===== config.mk =====
export PLATFORM = sky130hd
export DESIGN_NAME = cache_ctrl
export DESIGN_NICKNAME = d
export VERILOG_FILES = /design/src/cache_pkg.sv /design/src/cache_ctrl.sv
export SDC_FILE = /design/constraint.sdc
export NUM_CORES = 1
export LEC_CHECK = 0
export ABC_AREA = 0
export BUFFER_PORTS_ARGS = -buffer_cell sky130_fd_sc_hd__buf_4
export CAP_MARGIN = 0
export CORE_AREA = 3 3 460 462
export CTS_BUF_LIST = sky130_fd_sc_hd__clkbuf_4
export DETAILED_ROUTE_END_ITERATION = 16
export DIE_AREA = 0 0 463 465
export GPL_TIMING_DRIVEN = 0
export HOLD_SLACK_MARGIN = 0.06
export SYNTH_ARGS = -nofsm -noshare
export SYNTH_HDL_FRONTEND = slang
export SYNTH_SLANG_ARGS = --single-unit
export TNS_END_PERCENT = 50

===== constraint.sdc =====
create_clock -name clk -period 4.3 [get_ports clk]
set_input_delay 0.645 -clock clk [delete_from_list [all_inputs] [get_ports clk]]
set_output_delay 0.645 -clock clk [all_outputs]
set_load 0.02 [all_outputs]

===== src/cache_pkg.sv =====
// Shared widths and types for the four-way write-back cache.
// Every RTL module pulls these in with a wildcard import in its header;
// the bench uses the same request and response structs at the DUT ports.

package cache_pkg;

    localparam int ADDR_W     = 25;  // processor word address
    localparam int MEM_ADDR_W = 26;  // line address plus three zero bits
    localparam int WORD_W     = 32;
    localparam int WORDS      = 4;   // words per line
    localparam int WAYS       = 4;

    typedef logic [WORD_W-1:0] word_t;

    // word 0 sits in the low bits
    typedef word_t [WORDS-1:0] line_t;

    typedef logic [WAYS-1:0] way_mask_t;
    typedef logic [$clog2(WAYS)-1:0] way_idx_t;

    // field 0 is least recent, field WAYS-1 most recent
    typedef way_idx_t [WAYS-1:0] lru_order_t;

    typedef struct packed {
        logic [ADDR_W-1:0] addr;
        logic [3:0]        byte_en;
        word_t             writedata;
        logic              read;   // one-cycle strobe
        logic              write;  // one-cycle strobe
    } cpu_req_t;

    typedef struct packed {
        logic [MEM_ADDR_W-1:0] addr;
        line_t                 writedata;
        logic                  read;   // held until waitrequest low
        logic                  write;
    } mem_req_t;

    typedef struct packed {
        line_t readdata;
        logic  readdata_valid;
        logic  waitrequest;
    } mem_rsp_t;

endpackage


===== src/cache_ctrl.sv =====
// Cache controller: holds one processor request, looks it up in the four
// ways, and runs hit writes, line fills and dirty write-backs.
// Drives both outside ports; the processor sees waitrequest whenever the
// FSM is not idle, the memory side gets level read/write requests.

module cache_ctrl import cache_pkg::*; #(
    parameter  int INDEX_W  = 14,
    localparam int OFF_W    = $clog2(WORDS),
    localparam int LINE_A_W = ADDR_W - OFF_W,
    localparam int TAG_W    = LINE_A_W - INDEX_W
) (
    input  logic                clk,
    input  logic                rst,

    input  cpu_req_t            i_p_req,
    output word_t               o_p_readdata,
    output logic                o_p_readdata_valid,
    output logic                o_p_waitrequest,

    output mem_req_t            o_m_req,
    input  mem_rsp_t            i_m_rsp,

    output logic [INDEX_W-1:0]  o_index,
    output logic [TAG_W-1:0]    o_tag,
    output line_t               o_wdata,
    output logic [3:0]          o_byte_en,
    output logic [WORDS-1:0]    o_word_en,
    output way_mask_t           o_way_write,
    output logic                o_clean_fill,
    input  way_mask_t           i_hit,
    input  way_mask_t           i_valid,
    input  way_mask_t           i_dirty,
    input  line_t               i_lines [WAYS],
    input  logic [LINE_A_W-1:0] i_victim_addr [WAYS],

    output logic                o_touch,
    output logic                o_first_fill,
    output way_idx_t            o_touch_way,
    input  way_idx_t            i_lru_way
);

    localparam int PAD_W = MEM_ADDR_W - LINE_A_W;

    typedef enum logic [2:0] {
        ST_IDLE,
        ST_COMPARE,
        ST_HIT_WRITE,
        ST_FETCH_REQ,
        ST_FETCH_WAIT,
        ST_FETCH_MERGE,
        ST_WB_SETUP,
        ST_WB
    } state_t;

    state_t                state;
    cpu_req_t              req_q;
    way_idx_t              way_sel;  // way being written or filled
    logic [MEM_ADDR_W-1:0] m_addr;
    line_t                 m_wdata;
    logic                  m_read;
    logic                  m_write;

    logic [OFF_W-1:0]      word_sel;
    logic [LINE_A_W-1:0]   line_addr;
    way_idx_t              hit_way;
    way_idx_t              fill_way;
    logic                  any_hit;
    logic                  fill_cycle;

    assign word_sel   = req_q.addr[OFF_W-1:0];
    assign line_addr  = req_q.addr[ADDR_W-1:OFF_W];
    assign any_hit    = |i_hit;
    assign fill_cycle = (state == ST_FETCH_WAIT);

    // lowest hitting way; lowest invalid way, else the least recent one
    always_comb begin
        hit_way  = '0;
        fill_way = i_lru_way;
        for (int w = WAYS - 1; w >= 0; w--) begin
            if (i_hit[w]) begin
                hit_way = way_idx_t'(w);
            end
            if (!i_valid[w]) begin
                fill_way = way_idx_t'(w);
            end
        end
    end

    // idle takes the index straight from the port so RAM data is ready in compare
    assign o_index = (state == ST_IDLE) ? i_p_req.addr[OFF_W +: INDEX_W]
                                        : req_q.addr[OFF_W +: INDEX_W];
    assign o_tag   = req_q.addr[ADDR_W-1 -: TAG_W];

    assign o_wdata      = fill_cycle ? i_m_rsp.readdata : {WORDS{req_q.writedata}};
    assign o_byte_en    = fill_cycle ? 4'hf : req_q.byte_en;
    assign o_word_en    = fill_cycle ? '1 : (WORDS'(1) << word_sel);
    assign o_clean_fill = fill_cycle;

    always_comb begin
        o_way_write = '0;
        if ((fill_cycle && i_m_rsp.readdata_valid) ||
            state == ST_HIT_WRITE || state == ST_FETCH_MERGE) begin
            o_way_write[way_sel] = 1'b1;
        end
    end

    // order update happens once per request, in compare
    assign o_touch      = (state == ST_COMPARE);
    assign o_touch_way  = any_hit ? hit_way : fill_way;
    assign o_first_fill = !any_hit && !i_valid[0];

    assign o_p_waitrequest = (state != ST_IDLE);

    always_comb begin
        o_m_req.addr      = m_addr;
        o_m_req.writedata = m_wdata;
        o_m_req.read      = m_read;
        o_m_req.write     = m_write;
    end

    always_ff @(posedge clk) begin
        if (rst) begin
            state              <= ST_IDLE;
            o_p_readdata_valid <= 1'b0;
            m_read             <= 1'b0;
            m_write            <= 1'b0;
        end else begin
            o_p_readdata_valid <= 1'b0;
            case (state)
                ST_IDLE: begin
                    if (i_p_req.read || i_p_req.write) begin
                        state <= ST_COMPARE;
                    end
                end
                ST_COMPARE: begin
                    if (any_hit && req_q.write) begin
                        state <= ST_HIT_WRITE;
                    end else if (any_hit) begin
                        state              <= ST_IDLE;
                        o_p_readdata_valid <= 1'b1;
                    end else if (i_valid[fill_way] && i_dirty[fill_way]) begin
                        state <= ST_WB_SETUP;
                    end else begin
                        state  <= ST_FETCH_REQ;
                        m_read <= 1'b1;
                    end
                end
                ST_HIT_WRITE: state <= ST_IDLE;
                ST_FETCH_REQ: begin
                    if (!i_m_rsp.waitrequest) begin
                        m_read <= 1'b0;
                        state  <= ST_FETCH_WAIT;
                    end
                end
                ST_FETCH_WAIT: begin
                    if (i_m_rsp.readdata_valid) begin
                        if (req_q.write) begin
                            state <= ST_FETCH_MERGE;  // merge the write into the new line
                        end else begin
                            state              <= ST_IDLE;
                            o_p_readdata_valid <= 1'b1;
                        end
                    end
                end
                ST_FETCH_MERGE: state <= ST_IDLE;
                ST_WB_SETUP: begin
                    m_write <= 1'b1;
                    state   <= ST_WB;
                end
                ST_WB: begin
                    if (!i_m_rsp.waitrequest) begin
                        m_write <= 1'b0;
                        m_read  <= 1'b1;  // fetch follows the write-back directly
                        state   <= ST_FETCH_REQ;
                    end
                end
                default: state <= ST_IDLE;
            endcase
        end
    end

    // request, way choice and memory payload
    always_ff @(posedge clk) begin
        case (state)
            ST_IDLE: req_q <= i_p_req;
            ST_COMPARE: begin
                way_sel <= any_hit ? hit_way : fill_way;
                m_addr  <= {line_addr, {PAD_W{1'b0}}};
                if (any_hit) begin
                    o_p_readdata <= i_lines[hit_way][word_sel];
                end
            end
            ST_FETCH_WAIT: begin
                if (i_m_rsp.readdata_valid) begin
                    o_p_readdata <= i_m_rsp.readdata[word_sel];
                end
            end
            ST_WB_SETUP: begin
                m_addr  <= {i_victim_addr[way_sel], {PAD_W{1'b0}}};
                m_wdata <= i_lines[way_sel];
            end
            ST_WB: begin
                if (!i_m_rsp.waitrequest) begin
                    m_addr <= {line_addr, {PAD_W{1'b0}}};
                end
            end
            default: ;
        endcase
    end

endmodule


Word-level counts from Yosys, hierarchy flattened
Cells that the tools add are included.
Cells by class
  order comparisons: 6
  div/mod/pow operators: 0
  $mul: 0
  reductions and logical operators: 23
  muxes and demuxes: 59
  $add $sub $neg: 0
  shifts and indexed selects: 1
  bitwise gates (word level): 2
  eq/ne operators: 15
Operators with widths (number)
  128-bit two-way mux: 5
  128-bit binary-select mux with 2-bit select: 2
  32-bit binary-select mux with 2-bit select: 2
  32-bit two-way mux: 4
  26-bit case mux with 3 select lines: 1
  32-bit case mux with 2 select lines: 1
  23-bit binary-select mux with 2-bit select: 1
  23-bit two-way mux: 2
  26-bit two-way mux: 1
  3-bit two-way mux: 8
  3-bit case mux with 7 select lines: 1
  2-bit two-way mux: 9
  14-bit two-way mux: 1
  3-bit equality test, second input constant: 4
  1-bit two-way mux: 12
  4-bit two-way mux: 3
  2-bit inequality test, second input constant: 6
  2-bit by 3-bit < comparator with 1-bit output, second input constant: 3
  3-bit nonzero test: 3
  3-bit by 2-bit equality test with 1-bit output, second input constant: 2
  3-bit greater-or-equal comparator, second input constant: 2
  2-bit NOT with 3-bit output: 2
  6-bit AND reduction: 1
  1-bit logical AND: 5
  17 further kinds: 25
Storage, ports and cells
  memory bits (read-only): 0
  input port bits: 813
  output and inout bits: 358
  memories: 0
  latch bits: 0
  RAM bits: 0
  register bits: 256

Longest topological paths before layout
Gate-level depths: netlist of run 1.
  depth in word-level cells: 12
  mapped depth: 9

Worst setup path before layout of run 1
Ideal clock, no wire load.
  kind: in2reg
  from: in i_hit[3]
  to: reg o_p_readdata[0], enable pin
  arrival time: 3707 ps
  path buffers: 3
  setup time: 467 ps
  slack: 126 ps
  cell stages on the path: 6
  cells stage by stage: buf_2 or2_2 buf_2 buf_2 nor2_1 o21ai_0
On the way
  longest elaborated chain between the ends: 3
Ends and longest elaborated chain
  start: declaration: RTL line cache_ctrl.sv:30  | input way_mask_t i_hit,
  4-bit OR reduction: RTL line cache_ctrl.sv:72  | assign any_hit = |i_hit;
  2-bit by 1-bit inequality test with 1-bit output (no source line)
  3-bit AND reduction (no source line)
  end signal: assignment: RTL line cache_ctrl.sv:190  | o_p_readdata <= i_lines[hit_way][word_sel];
  end signal: assignment: RTL line cache_ctrl.sv:195  | o_p_readdata <= i_m_rsp.readdata[word_sel];
  end: declaration: RTL line cache_ctrl.sv:16  | output word_t o_p_readdata,
Every way passes these cells.
A chain may end at the register's enable or synchronous reset.

Worst setup path after layout of run 1
  from: in i_hit[3]
  to: reg o_p_readdata[22], data pin
On the way
  longest elaborated chain between the ends: 12
Ends and longest elaborated chain
  2-bit two-way mux (4 in series): RTL line cache_ctrl.sv:80  | if (i_hit[w]) begin
  2-bit NOT with 3-bit output (not written as such): RTL line cache_ctrl.sv:190
  128-bit binary-select mux with 2-bit select: RTL line cache_ctrl.sv:190
  128-bit two-way mux (not written as such) (2 in series): RTL line cache_ctrl.sv:190
  32-bit binary-select mux with 2-bit select: RTL line cache_ctrl.sv:190
  32-bit two-way mux (not written as such): RTL line cache_ctrl.sv:190
  32-bit two-way mux: RTL line cache_ctrl.sv:189  | if (any_hit) begin
  32-bit case mux with 2 select lines: RTL line cache_ctrl.sv:184  | case (state)
Every way passes these cells. The select of a mux whose other input is x is not followed.

==> results of run 1 <==
==> worst min-delay path, stage by stage <==
cell     delay [ns]
buf_4          0.11
mux4_2         0.23
nor2_1         0.04
a41oi_1        0.15
==> power by group <==
part	internal [W]	total (W)	switching [W]
Combinational	0.00214	0.00515	0.00301
Sequential	0.00297	0.00305	0.0000878
Clock	0.00150	0.00312	0.00162
==> registers in the layout, summed over array words and instances (netlist names) <==
signal,flops
line_addr,14
m_addr,23
m_read,1
m_write,1
o_m_req,128
o_p_readdata,32
o_p_readdata_valid,1
o_tag,9
req_q,39
state,3
way_sel,2
==> through the flow <==
stage / util / TNS, ns / cells / power, W / worst slack, ns
finish: 0.181 / -0.0348 / 6381 / 0.0113 / -0.0348
global route: 0.181 / 0 / 6354 / 0.0118 / 0.00533
CTS: 0.180 / 0 / 6291 / 0.0116 / 0.0106
detailed placement: 0.155 / -5.87 / 5718 / 0.00776 / -0.464
global placement: 0.153 / -506.17 / 5696 / 0.00768 / -4.92
floorplan: - / 0 / 1742 / 0.00480 / 0.126
==> final cells by class <==
type / instances / area share
antenna: 90 / 0.00598
buffer: 187 / 0.0273
clock buffer: 127 / 0.0253
clock inverter: 42 / 0.00641
inverter: 9 / 0.00103
multi-input combinational: 1292 / 0.294
sequential: 253 / 0.200
tap: 2788 / 0.0926
timing repair buffer: 1593 / 0.347
==> repair_timing <==
item | 4_1_cts | 5_1_grt
hold buffers | 405 | 0
gates resized for setup | 43 | 8
endpoints found under the hold margin | 242 | 0
endpoints found under the setup margin | 142 | 30
==> routing by layer <==
metal	global-route usage	vias up	routed length [um]
met4	0.127	44	16700
met5	0	-	298
met3	0.0916	539	25800
li1	-	10449	-
met2	0.426	1935	134000
met1	0.253	13161	95800
==> cells in the final DEF, fill, tap and decap left out, types with 8 or more instances in the layout <==
master and n:
dlygate4sd3_1 405, nand3_1 97, clkbuf_1 85, buf_6 8
mux2_2 55, edfxtp_1 247, mux4_2 183, buf_4 1192
diode_2 90, o311ai_0 17, mux2i_1 53, clkbuf_4 134
nand2_1 329, clkinv_2 9, o21ai_0 102, buf_2 49
nor2_1 58, a41oi_1 27, a2111oi_2 27, nand2b_1 44
a22o_1 13, o211ai_1 16, o22ai_1 35, a21oi_1 68
o21a_1 15, mux2_4 12, a211oi_1 32, o311a_1 14
clkbuf_2 13, inv_1 8, a211o_1 17, o22a_1 20
clkinv_1 25
==> worst paths after layout <==
check / from / to / slack [ns] / cells after the start
worst max-delay path: i_hit[3] / o_p_readdata[22]$_DFFE_PP_ / -0.03 / 10
worst max register to register: req_q[38]$_DFFE_PP_ / o_p_readdata[22]$_DFFE_PP_ / 0.19 / 8
worst min-delay path: i_m_rsp[59] / o_p_readdata[25]$_DFFE_PP_ / 0.26 / 4
worst min register to register: line_addr[8]$_DFFE_PP_ / m_addr[11]$_DFFE_PP_ / 0.58 / 1
==> kinds of logic after synthesis <==
group	Yosys count	share of synthesized area
compound gates	428	0.158
other cells	1	0.000193
buf+inv	197	0.0488
simple gates	556	0.123
flops	253	0.388
mux	305	0.282
==> impl.org, run 1 <==
** Outcome
- Run status :: finished, violations left
- Violations in the final reports :: max-capacitance violations, max-slew violations, negative setup slack

** CTS
- Reg clk slew, reported paths :: 0.07 ns
- Maximum clock insertion buffer count :: 3
- CTS saw 253 sinks.
- Number of CTS-inserted buffers :: 93
- Clk_lat worst skew :: 1.11 ns
- After clock tree synthesis, the setup repair step added 0 buffers.
- Number of levels in the clock H-tree :: 3
- TritonCTS built the clock tree.
- The tree is rooted in a clkbuf_4.

** Route
- In the final routed layout, each cell accounts on average for 42.8 um.
- Dividing the detail-routed via count by the number of cells gives 4.09.
- The pre-antenna-repair detailed-routing pass consisted of 7 iterations.
- The routed design has 273000 um of wire.
- Count of antenna-violating nets left after detailed routing :: 0
- # DRC :: 0
- For this block, the via count after detailed routing is 26128.
- Iteration-0 DRC Markers :: 2415

** Timing
- Post-route worst hold slack :: 0.263 ns
- Time the worst path needs with I/O delays and setup :: 4.33 ns
- F_max :: 231 MHz
- Crit share post-route :: 1.01
- Worst relative slew slack :: -0.0102
- Across all setup checks in the final design, the least slack found is -0.0348 ns.
- Unrepaired setup endpoints after global routing :: false
- Total count of hold-check failures in the final report :: 0
- Number of max-slew violations in the final report :: 11
- Transition time at the pin with the least slew margin :: 1.52 ns
- Setup violations remaining at the end of the flow were counted as 1.
- The clock arrives with 0.119 ns of skew.

** Global route
- Global-route usage over all layers :: 0.243
- The initial antenna violation count is 170.
- Leftover overflow at the end of global routing :: 0
- Via count of the first global-routing pass :: 26244
- Pin count of the biggest net entering global routing :: 75
- Global-route wire length before repair :: 328000 um

** Setup path
- STA puts the critical path data arrival time at 5.31 ns.
- Nature of the critical path endpoint :: flop
- Counting both buffers and inverters, the worst setup path holds a total of 5.
- The critical path goes through buf_2, nor2_4, clkbuf_1, clkbuf_1, o21ai_0, a21oi_1, a2111oi_0, dlygate4sd3_1, a31oi_1, dlygate4sd3_1.
- Data required time at the worst endpoint :: 5.27 ns
- Startpoint type of the worst setup path :: input port
- Worst Setup Path Type :: in -> reg
- Largest incremental delay on the critical path :: 0.98 ns
- Largest fanout on the critical path :: 10
- The largest individual stage delay along the critical path comes from the cell a21oi_1.
- In this design, the largest share of critical-path delay is due to buffers and inverters.

** Layout
- After routing the design area is 37700 um2.
- In the final layout, the share of cells above drive strength 1 is 0.493.
- In the final layout, the multi-input gates occupy 11100 um2.
- The area growth from synthesis to layout is 93.9%.
- Registers take 7540 um2.
- In the final design database the tool counted 4242 nets.
- After filler insertion, the fill cell instance count of the layout stands at 23214.

** Die
- The floorplan step defined a core boundary enclosing 207000 um2.
- # rows :: 167
- The die is 463 um wide.
- For this design the top-level I/O count stands at 1171.
- Full die area :: 215000 um2
- The initial utilization of the core area, before any placement, comes to 0.0936.
- Measured along the y axis, the die boundary spans 465 um.

** Logic synthesis
- Synthesis produced a netlist whose cell count is 1740.
- By area the synthesized netlist is led by edfxtp_1 (38%), mux4_2 (21%), nand2_1 (6.4%), mux2_2 (3.2%), mux2i_1 (2.7%).
- After synthesis the netlist holds a flip-flop and latch count of 253.
- The number of different library cells used by synthesis comes to 57.
- Among all flip-flop cells after synthesis, the most frequent one is edfxtp_1.
- Commonest cells post-synth :: nand2_1 (330), edfxtp_1 (247), mux4_2 (183)
- Synthesized area divided by synthesized cell count :: 11.2 um2
- Share of the synthesized area in the top cell type :: 0.382
- Summed over all instances, the cell type with the most area after synthesis is edfxtp_1.
- Proportion of synthesized chip area in sequential cells :: 0.388
- Synth warn :: 0
- nand2_1 is the most common cell in the netlist.
- The cell area that synthesis handed to floorplanning was 19400 um2.
- Number of enable-type register cells in the synthesized netlist :: 247
- Fraction of synthesis flops using an asynchronous set or reset pin :: 0

** Placed design
- HPWL Detailed :: 239000 um
- Area of placed instances :: 32100 um2
- Input and output buffers added on the ports amount to 1166.
- Placer Congestion :: 0.919

** Run
- Max-cap violations in this run came to 1.

** Min path
- Worst min path class :: in -> reg

** Power
- Ratio of total power to cell area :: 301 nW/um2
- Across the VDD grid, the largest voltage drop is 174 uV.
- Leakage :: 14.6 nW
Note: power is estimated with default switching activity, not from simulation.
==> run 2: changes to the inputs <==
CORE_AREA = 3 3 452 454   (was 3 3 460 462)
CTS_BUF_LIST = unset   (was sky130_fd_sc_hd__clkbuf_4)
DIE_AREA = 0 0 455 457   (was 0 0 463 465)
==> run 2 against run 1 <==
Global-route usage down 0.36 points. Sequential power about the same. Wire length down 4.6%. Sequential share of layout area up 2.3 points. Count of clock-buffer cells in the layout down 76. First-iteration DRC count up 3.0%. Via count down 7.9%. Final cell count down 9.9%. Die area down 3.4%. Final area down 10%. Highest routed layer unchanged. The run ends with max-capacitance violations, max-slew violations left. Largest cell class is now multi-input combinational cells. Setup slack better by 0.18 ns. Fmax up 4.4%.
==> impl.org, run 2 (synthesis results as in run 1) <==
** Outcome
- The flow ran to the end, but the final reports show violations.
- The checks that failed: max-capacitance violations, max-slew violations.

** Layout
- Proportion of layout cells with a drive suffix above 1 :: 0.546
- Most common cell after layout, fill and taps aside :: buf_4
- Number of nets in the finished design :: 3802
- Top library cells by usage in the layout, fill and taps aside :: buf_4 (1196), nand2_1 (329), edfxtp_1 (247), mux4_2 (183), o21ai_0 (103)
- Non-filler cells, final :: 5751
- Final non-filler cell area :: 33800 um2
- The register with the most flip-flops in the layout has 128 of them.
- Relative area change from synthesis to final layout :: 74.2%

** Global route
- The first global-routing pass estimated 309000 um of wire.
- Via count of the first global-routing pass :: 23742
- Leftover overflow at the end of global routing :: 0
- Pin count of the biggest net entering global routing :: 53
- Across every metal layer, demand over resource in global routing totals 0.240.
- The initial antenna violation count is 121.

** Setup path
- Together, buffers and inverters on the worst path number 4.
- The largest single stage delay on the critical path is 0.51 ns.
- The critical path runs through a total of 8 cells.
- Crit-path cells :: clkbuf_1, nor2_1, nand2_4, clkbuf_2, clkbuf_1, nand2_1, nand2_1, buf_4
- STA classifies the critical path startpoint as a flop.
- The worst setup path is captured at a primary output.
- The setup path with the least slack is of type reg -> out.
- The worst register-to-register path has a depth of 7.
- CP Data Arrival Time :: 3.51 ns
- In this design, the largest share of critical-path delay is due to buffers and inverters.
- Data required time at the worst endpoint :: 3.65 ns
- Along the worst path, the maximum fanout reaches 10.
- The slowest stage of the critical path belongs to the cell clkbuf_1.

** Timing
- At the pin with the least slew margin, the transition time is 1.51 ns.
- On the final layout, the worst clock skew is 0.0434 ns.
- Final-report setup violation count :: 0
- Number of max-slew violations in the final report :: 21
- F_max :: 241 MHz
- Crit share post-route :: 0.965
- In the post-route analysis, the smallest setup slack over all paths is 0.148 ns.
- Hold timing on the final database bottoms out at a slack of 0.124 ns.
- The final count of hold timing violations is 0.
- Setup repair after global routing could not meet its margin everywhere.
- Worst relative slew slack :: -0.00940
- The worst path needs 4.15 ns of the cycle, external delays included.

** CTS
- Clock-pin slew was measured on the worst setup and hold paths at 0.06 ns.
- Maximum clock insertion buffer count :: 3
- Clock tree synthesis inserted a total of 44 buffers.
- Number of levels in the clock H-tree :: 2
- Clock latency on the worst-skew pair, taken at its later pin, is 0.70 ns.
- CTS Root Cell :: clkbuf_16
- TritonCTS sink count :: 253
- CTS tree :: yes

** Die
- Total core area :: 200000 um2
- Die width :: 455 um
- The initial utilization of the core area, before any placement, comes to 0.0971.
- 1171 I/O pins were placed.
- Full die area :: 208000 um2
- The initialized floorplan defines 164 standard-cell rows.
- From bottom edge to top edge, the die measures 457 um.

** Placed design
- HPWL Detailed :: 230000 um
- After detailed placement, the total cell area comes to 32000 um2.
- Post-placement setup slack :: -0.885 ns
- Placer Congestion :: 0.902
- Number of input and output port buffers inserted :: 1166
- The number of placed instances, taps included, is 5592.

** Power
- For this design the ratio of total power to cell area is 347 nW/um2.
- Internal power :: 0.00710 W
- The share of total power dissipated in the clock network is 0.349.
- Power dissipated by switching net loads :: 0.00463 W
- Leakage :: 13.0 nW
- Net Sw Frac :: 0.395
- Logic gate share of total power :: 0.391
- The share of total power dissipated in sequential elements is 0.259.
- IR analysis of the VDD net gives a maximum drop of 286 uV.

** Route
- The pre-antenna-repair detailed-routing pass consisted of 6 iterations.
- Detailed Route WL :: 261000 um
- In the routed layout, each cell is associated on average with a via count of 4.19.
- # DRC :: 0
- In the final routed layout, each cell accounts on average for 45.3 um.
- The detailed router placed 24076 vias in this run.
- Count of antenna-violating nets left after detailed routing :: 0
- Iteration-0 DRC Markers :: 2487

** Min path
- Number of cells on the worst hold path :: 1
- The tightest min-delay check is of the in -> reg type.

** Run
- Max Cap Viol :: 2
run 2: changes by cell type in the layout (fill, tap and decap cells not counted), moves of 3 or more:
cell	change
clkbuf_1	+11
diode_2	-20
bufinv_16	+6
clkbuf_4	-131
buf_4	+4
clkbuf_8	-5
clkbuf_16	+45
clkinvlp_4	+3
clkbuf_2	+4
dlygate4sd3_1	-399
clkinv_1	-17
run 2: power by group through the flow:
stage               clock network, W  logic (W)  registers (W)
floorplan                          0    0.00164        0.00315
global placement                   0    0.00454        0.00311
detailed placement                 0    0.00467        0.00309
CTS                          0.00425    0.00469        0.00304
global route                 0.00430    0.00476        0.00305
finish                       0.00410    0.00459        0.00304
run 2: path summary, 6_finish.rpt:
check	from	to	slack (ns)
setup reg to reg	req_q[38]$_DFFE_PP_	o_p_readdata[3]$_DFFE_PP_	0.25
hold / removal	i_p_req[18]	req_q[18]$_DFFE_PP_	0.12
hold reg to reg	line_addr[11]$_DFFE_PP_	m_addr[14]$_DFFE_PP_	0.58
setup / recovery	state[1]$_SDFFE_PP0P_	o_wdata[17]	0.15
run 2: stage by stage:
| stage | power (W) | setup TNS [ns] | util |
|---|---|---|---|
| 6_report | 0.0117 | 0 | 0.169 |
| 5_1_grt | 0.0121 | -0.207 | 0.169 |
| 4_1_cts | 0.0120 | 0 | 0.168 |
| 3_5_place_dp | 0.00776 | -24.01 | 0.160 |
| 3_3_place_gp | 0.00765 | -551.22 | 0.157 |
| 2_1_floorplan | 0.00480 | 0 | - |
run 2: area by class of cell:
class,count,area [um2]
fill,22451,166000
inverter,9,35.0
sequential,253,7540
buffer,188,958
multi-input combinational,1292,11100
antenna,70,175
clock buffer,51,1150
tap,2656,3320
timing repair buffer,1201,9160
clock inverter,31,395
run 2: layer usage:
metal	track usage	routed length, um	up-vias
li1	-	-	9478
met1	0.246	87200	12222
met2	0.424	131000	1906
met3	0.0876	27100	442
met4	0.124	15400	28
met5	0	167	-
run 2: repair_timing:
item | CTS | global route
gates resized for setup | 17 | 5
endpoints found under the setup margin | 134 | 25
cloned | 0 | 0
pin swaps | 0 | 0
hold buffers | 6 | 0
setup buffers | 0 | 0
hold endpoints to repair | 6 | 0
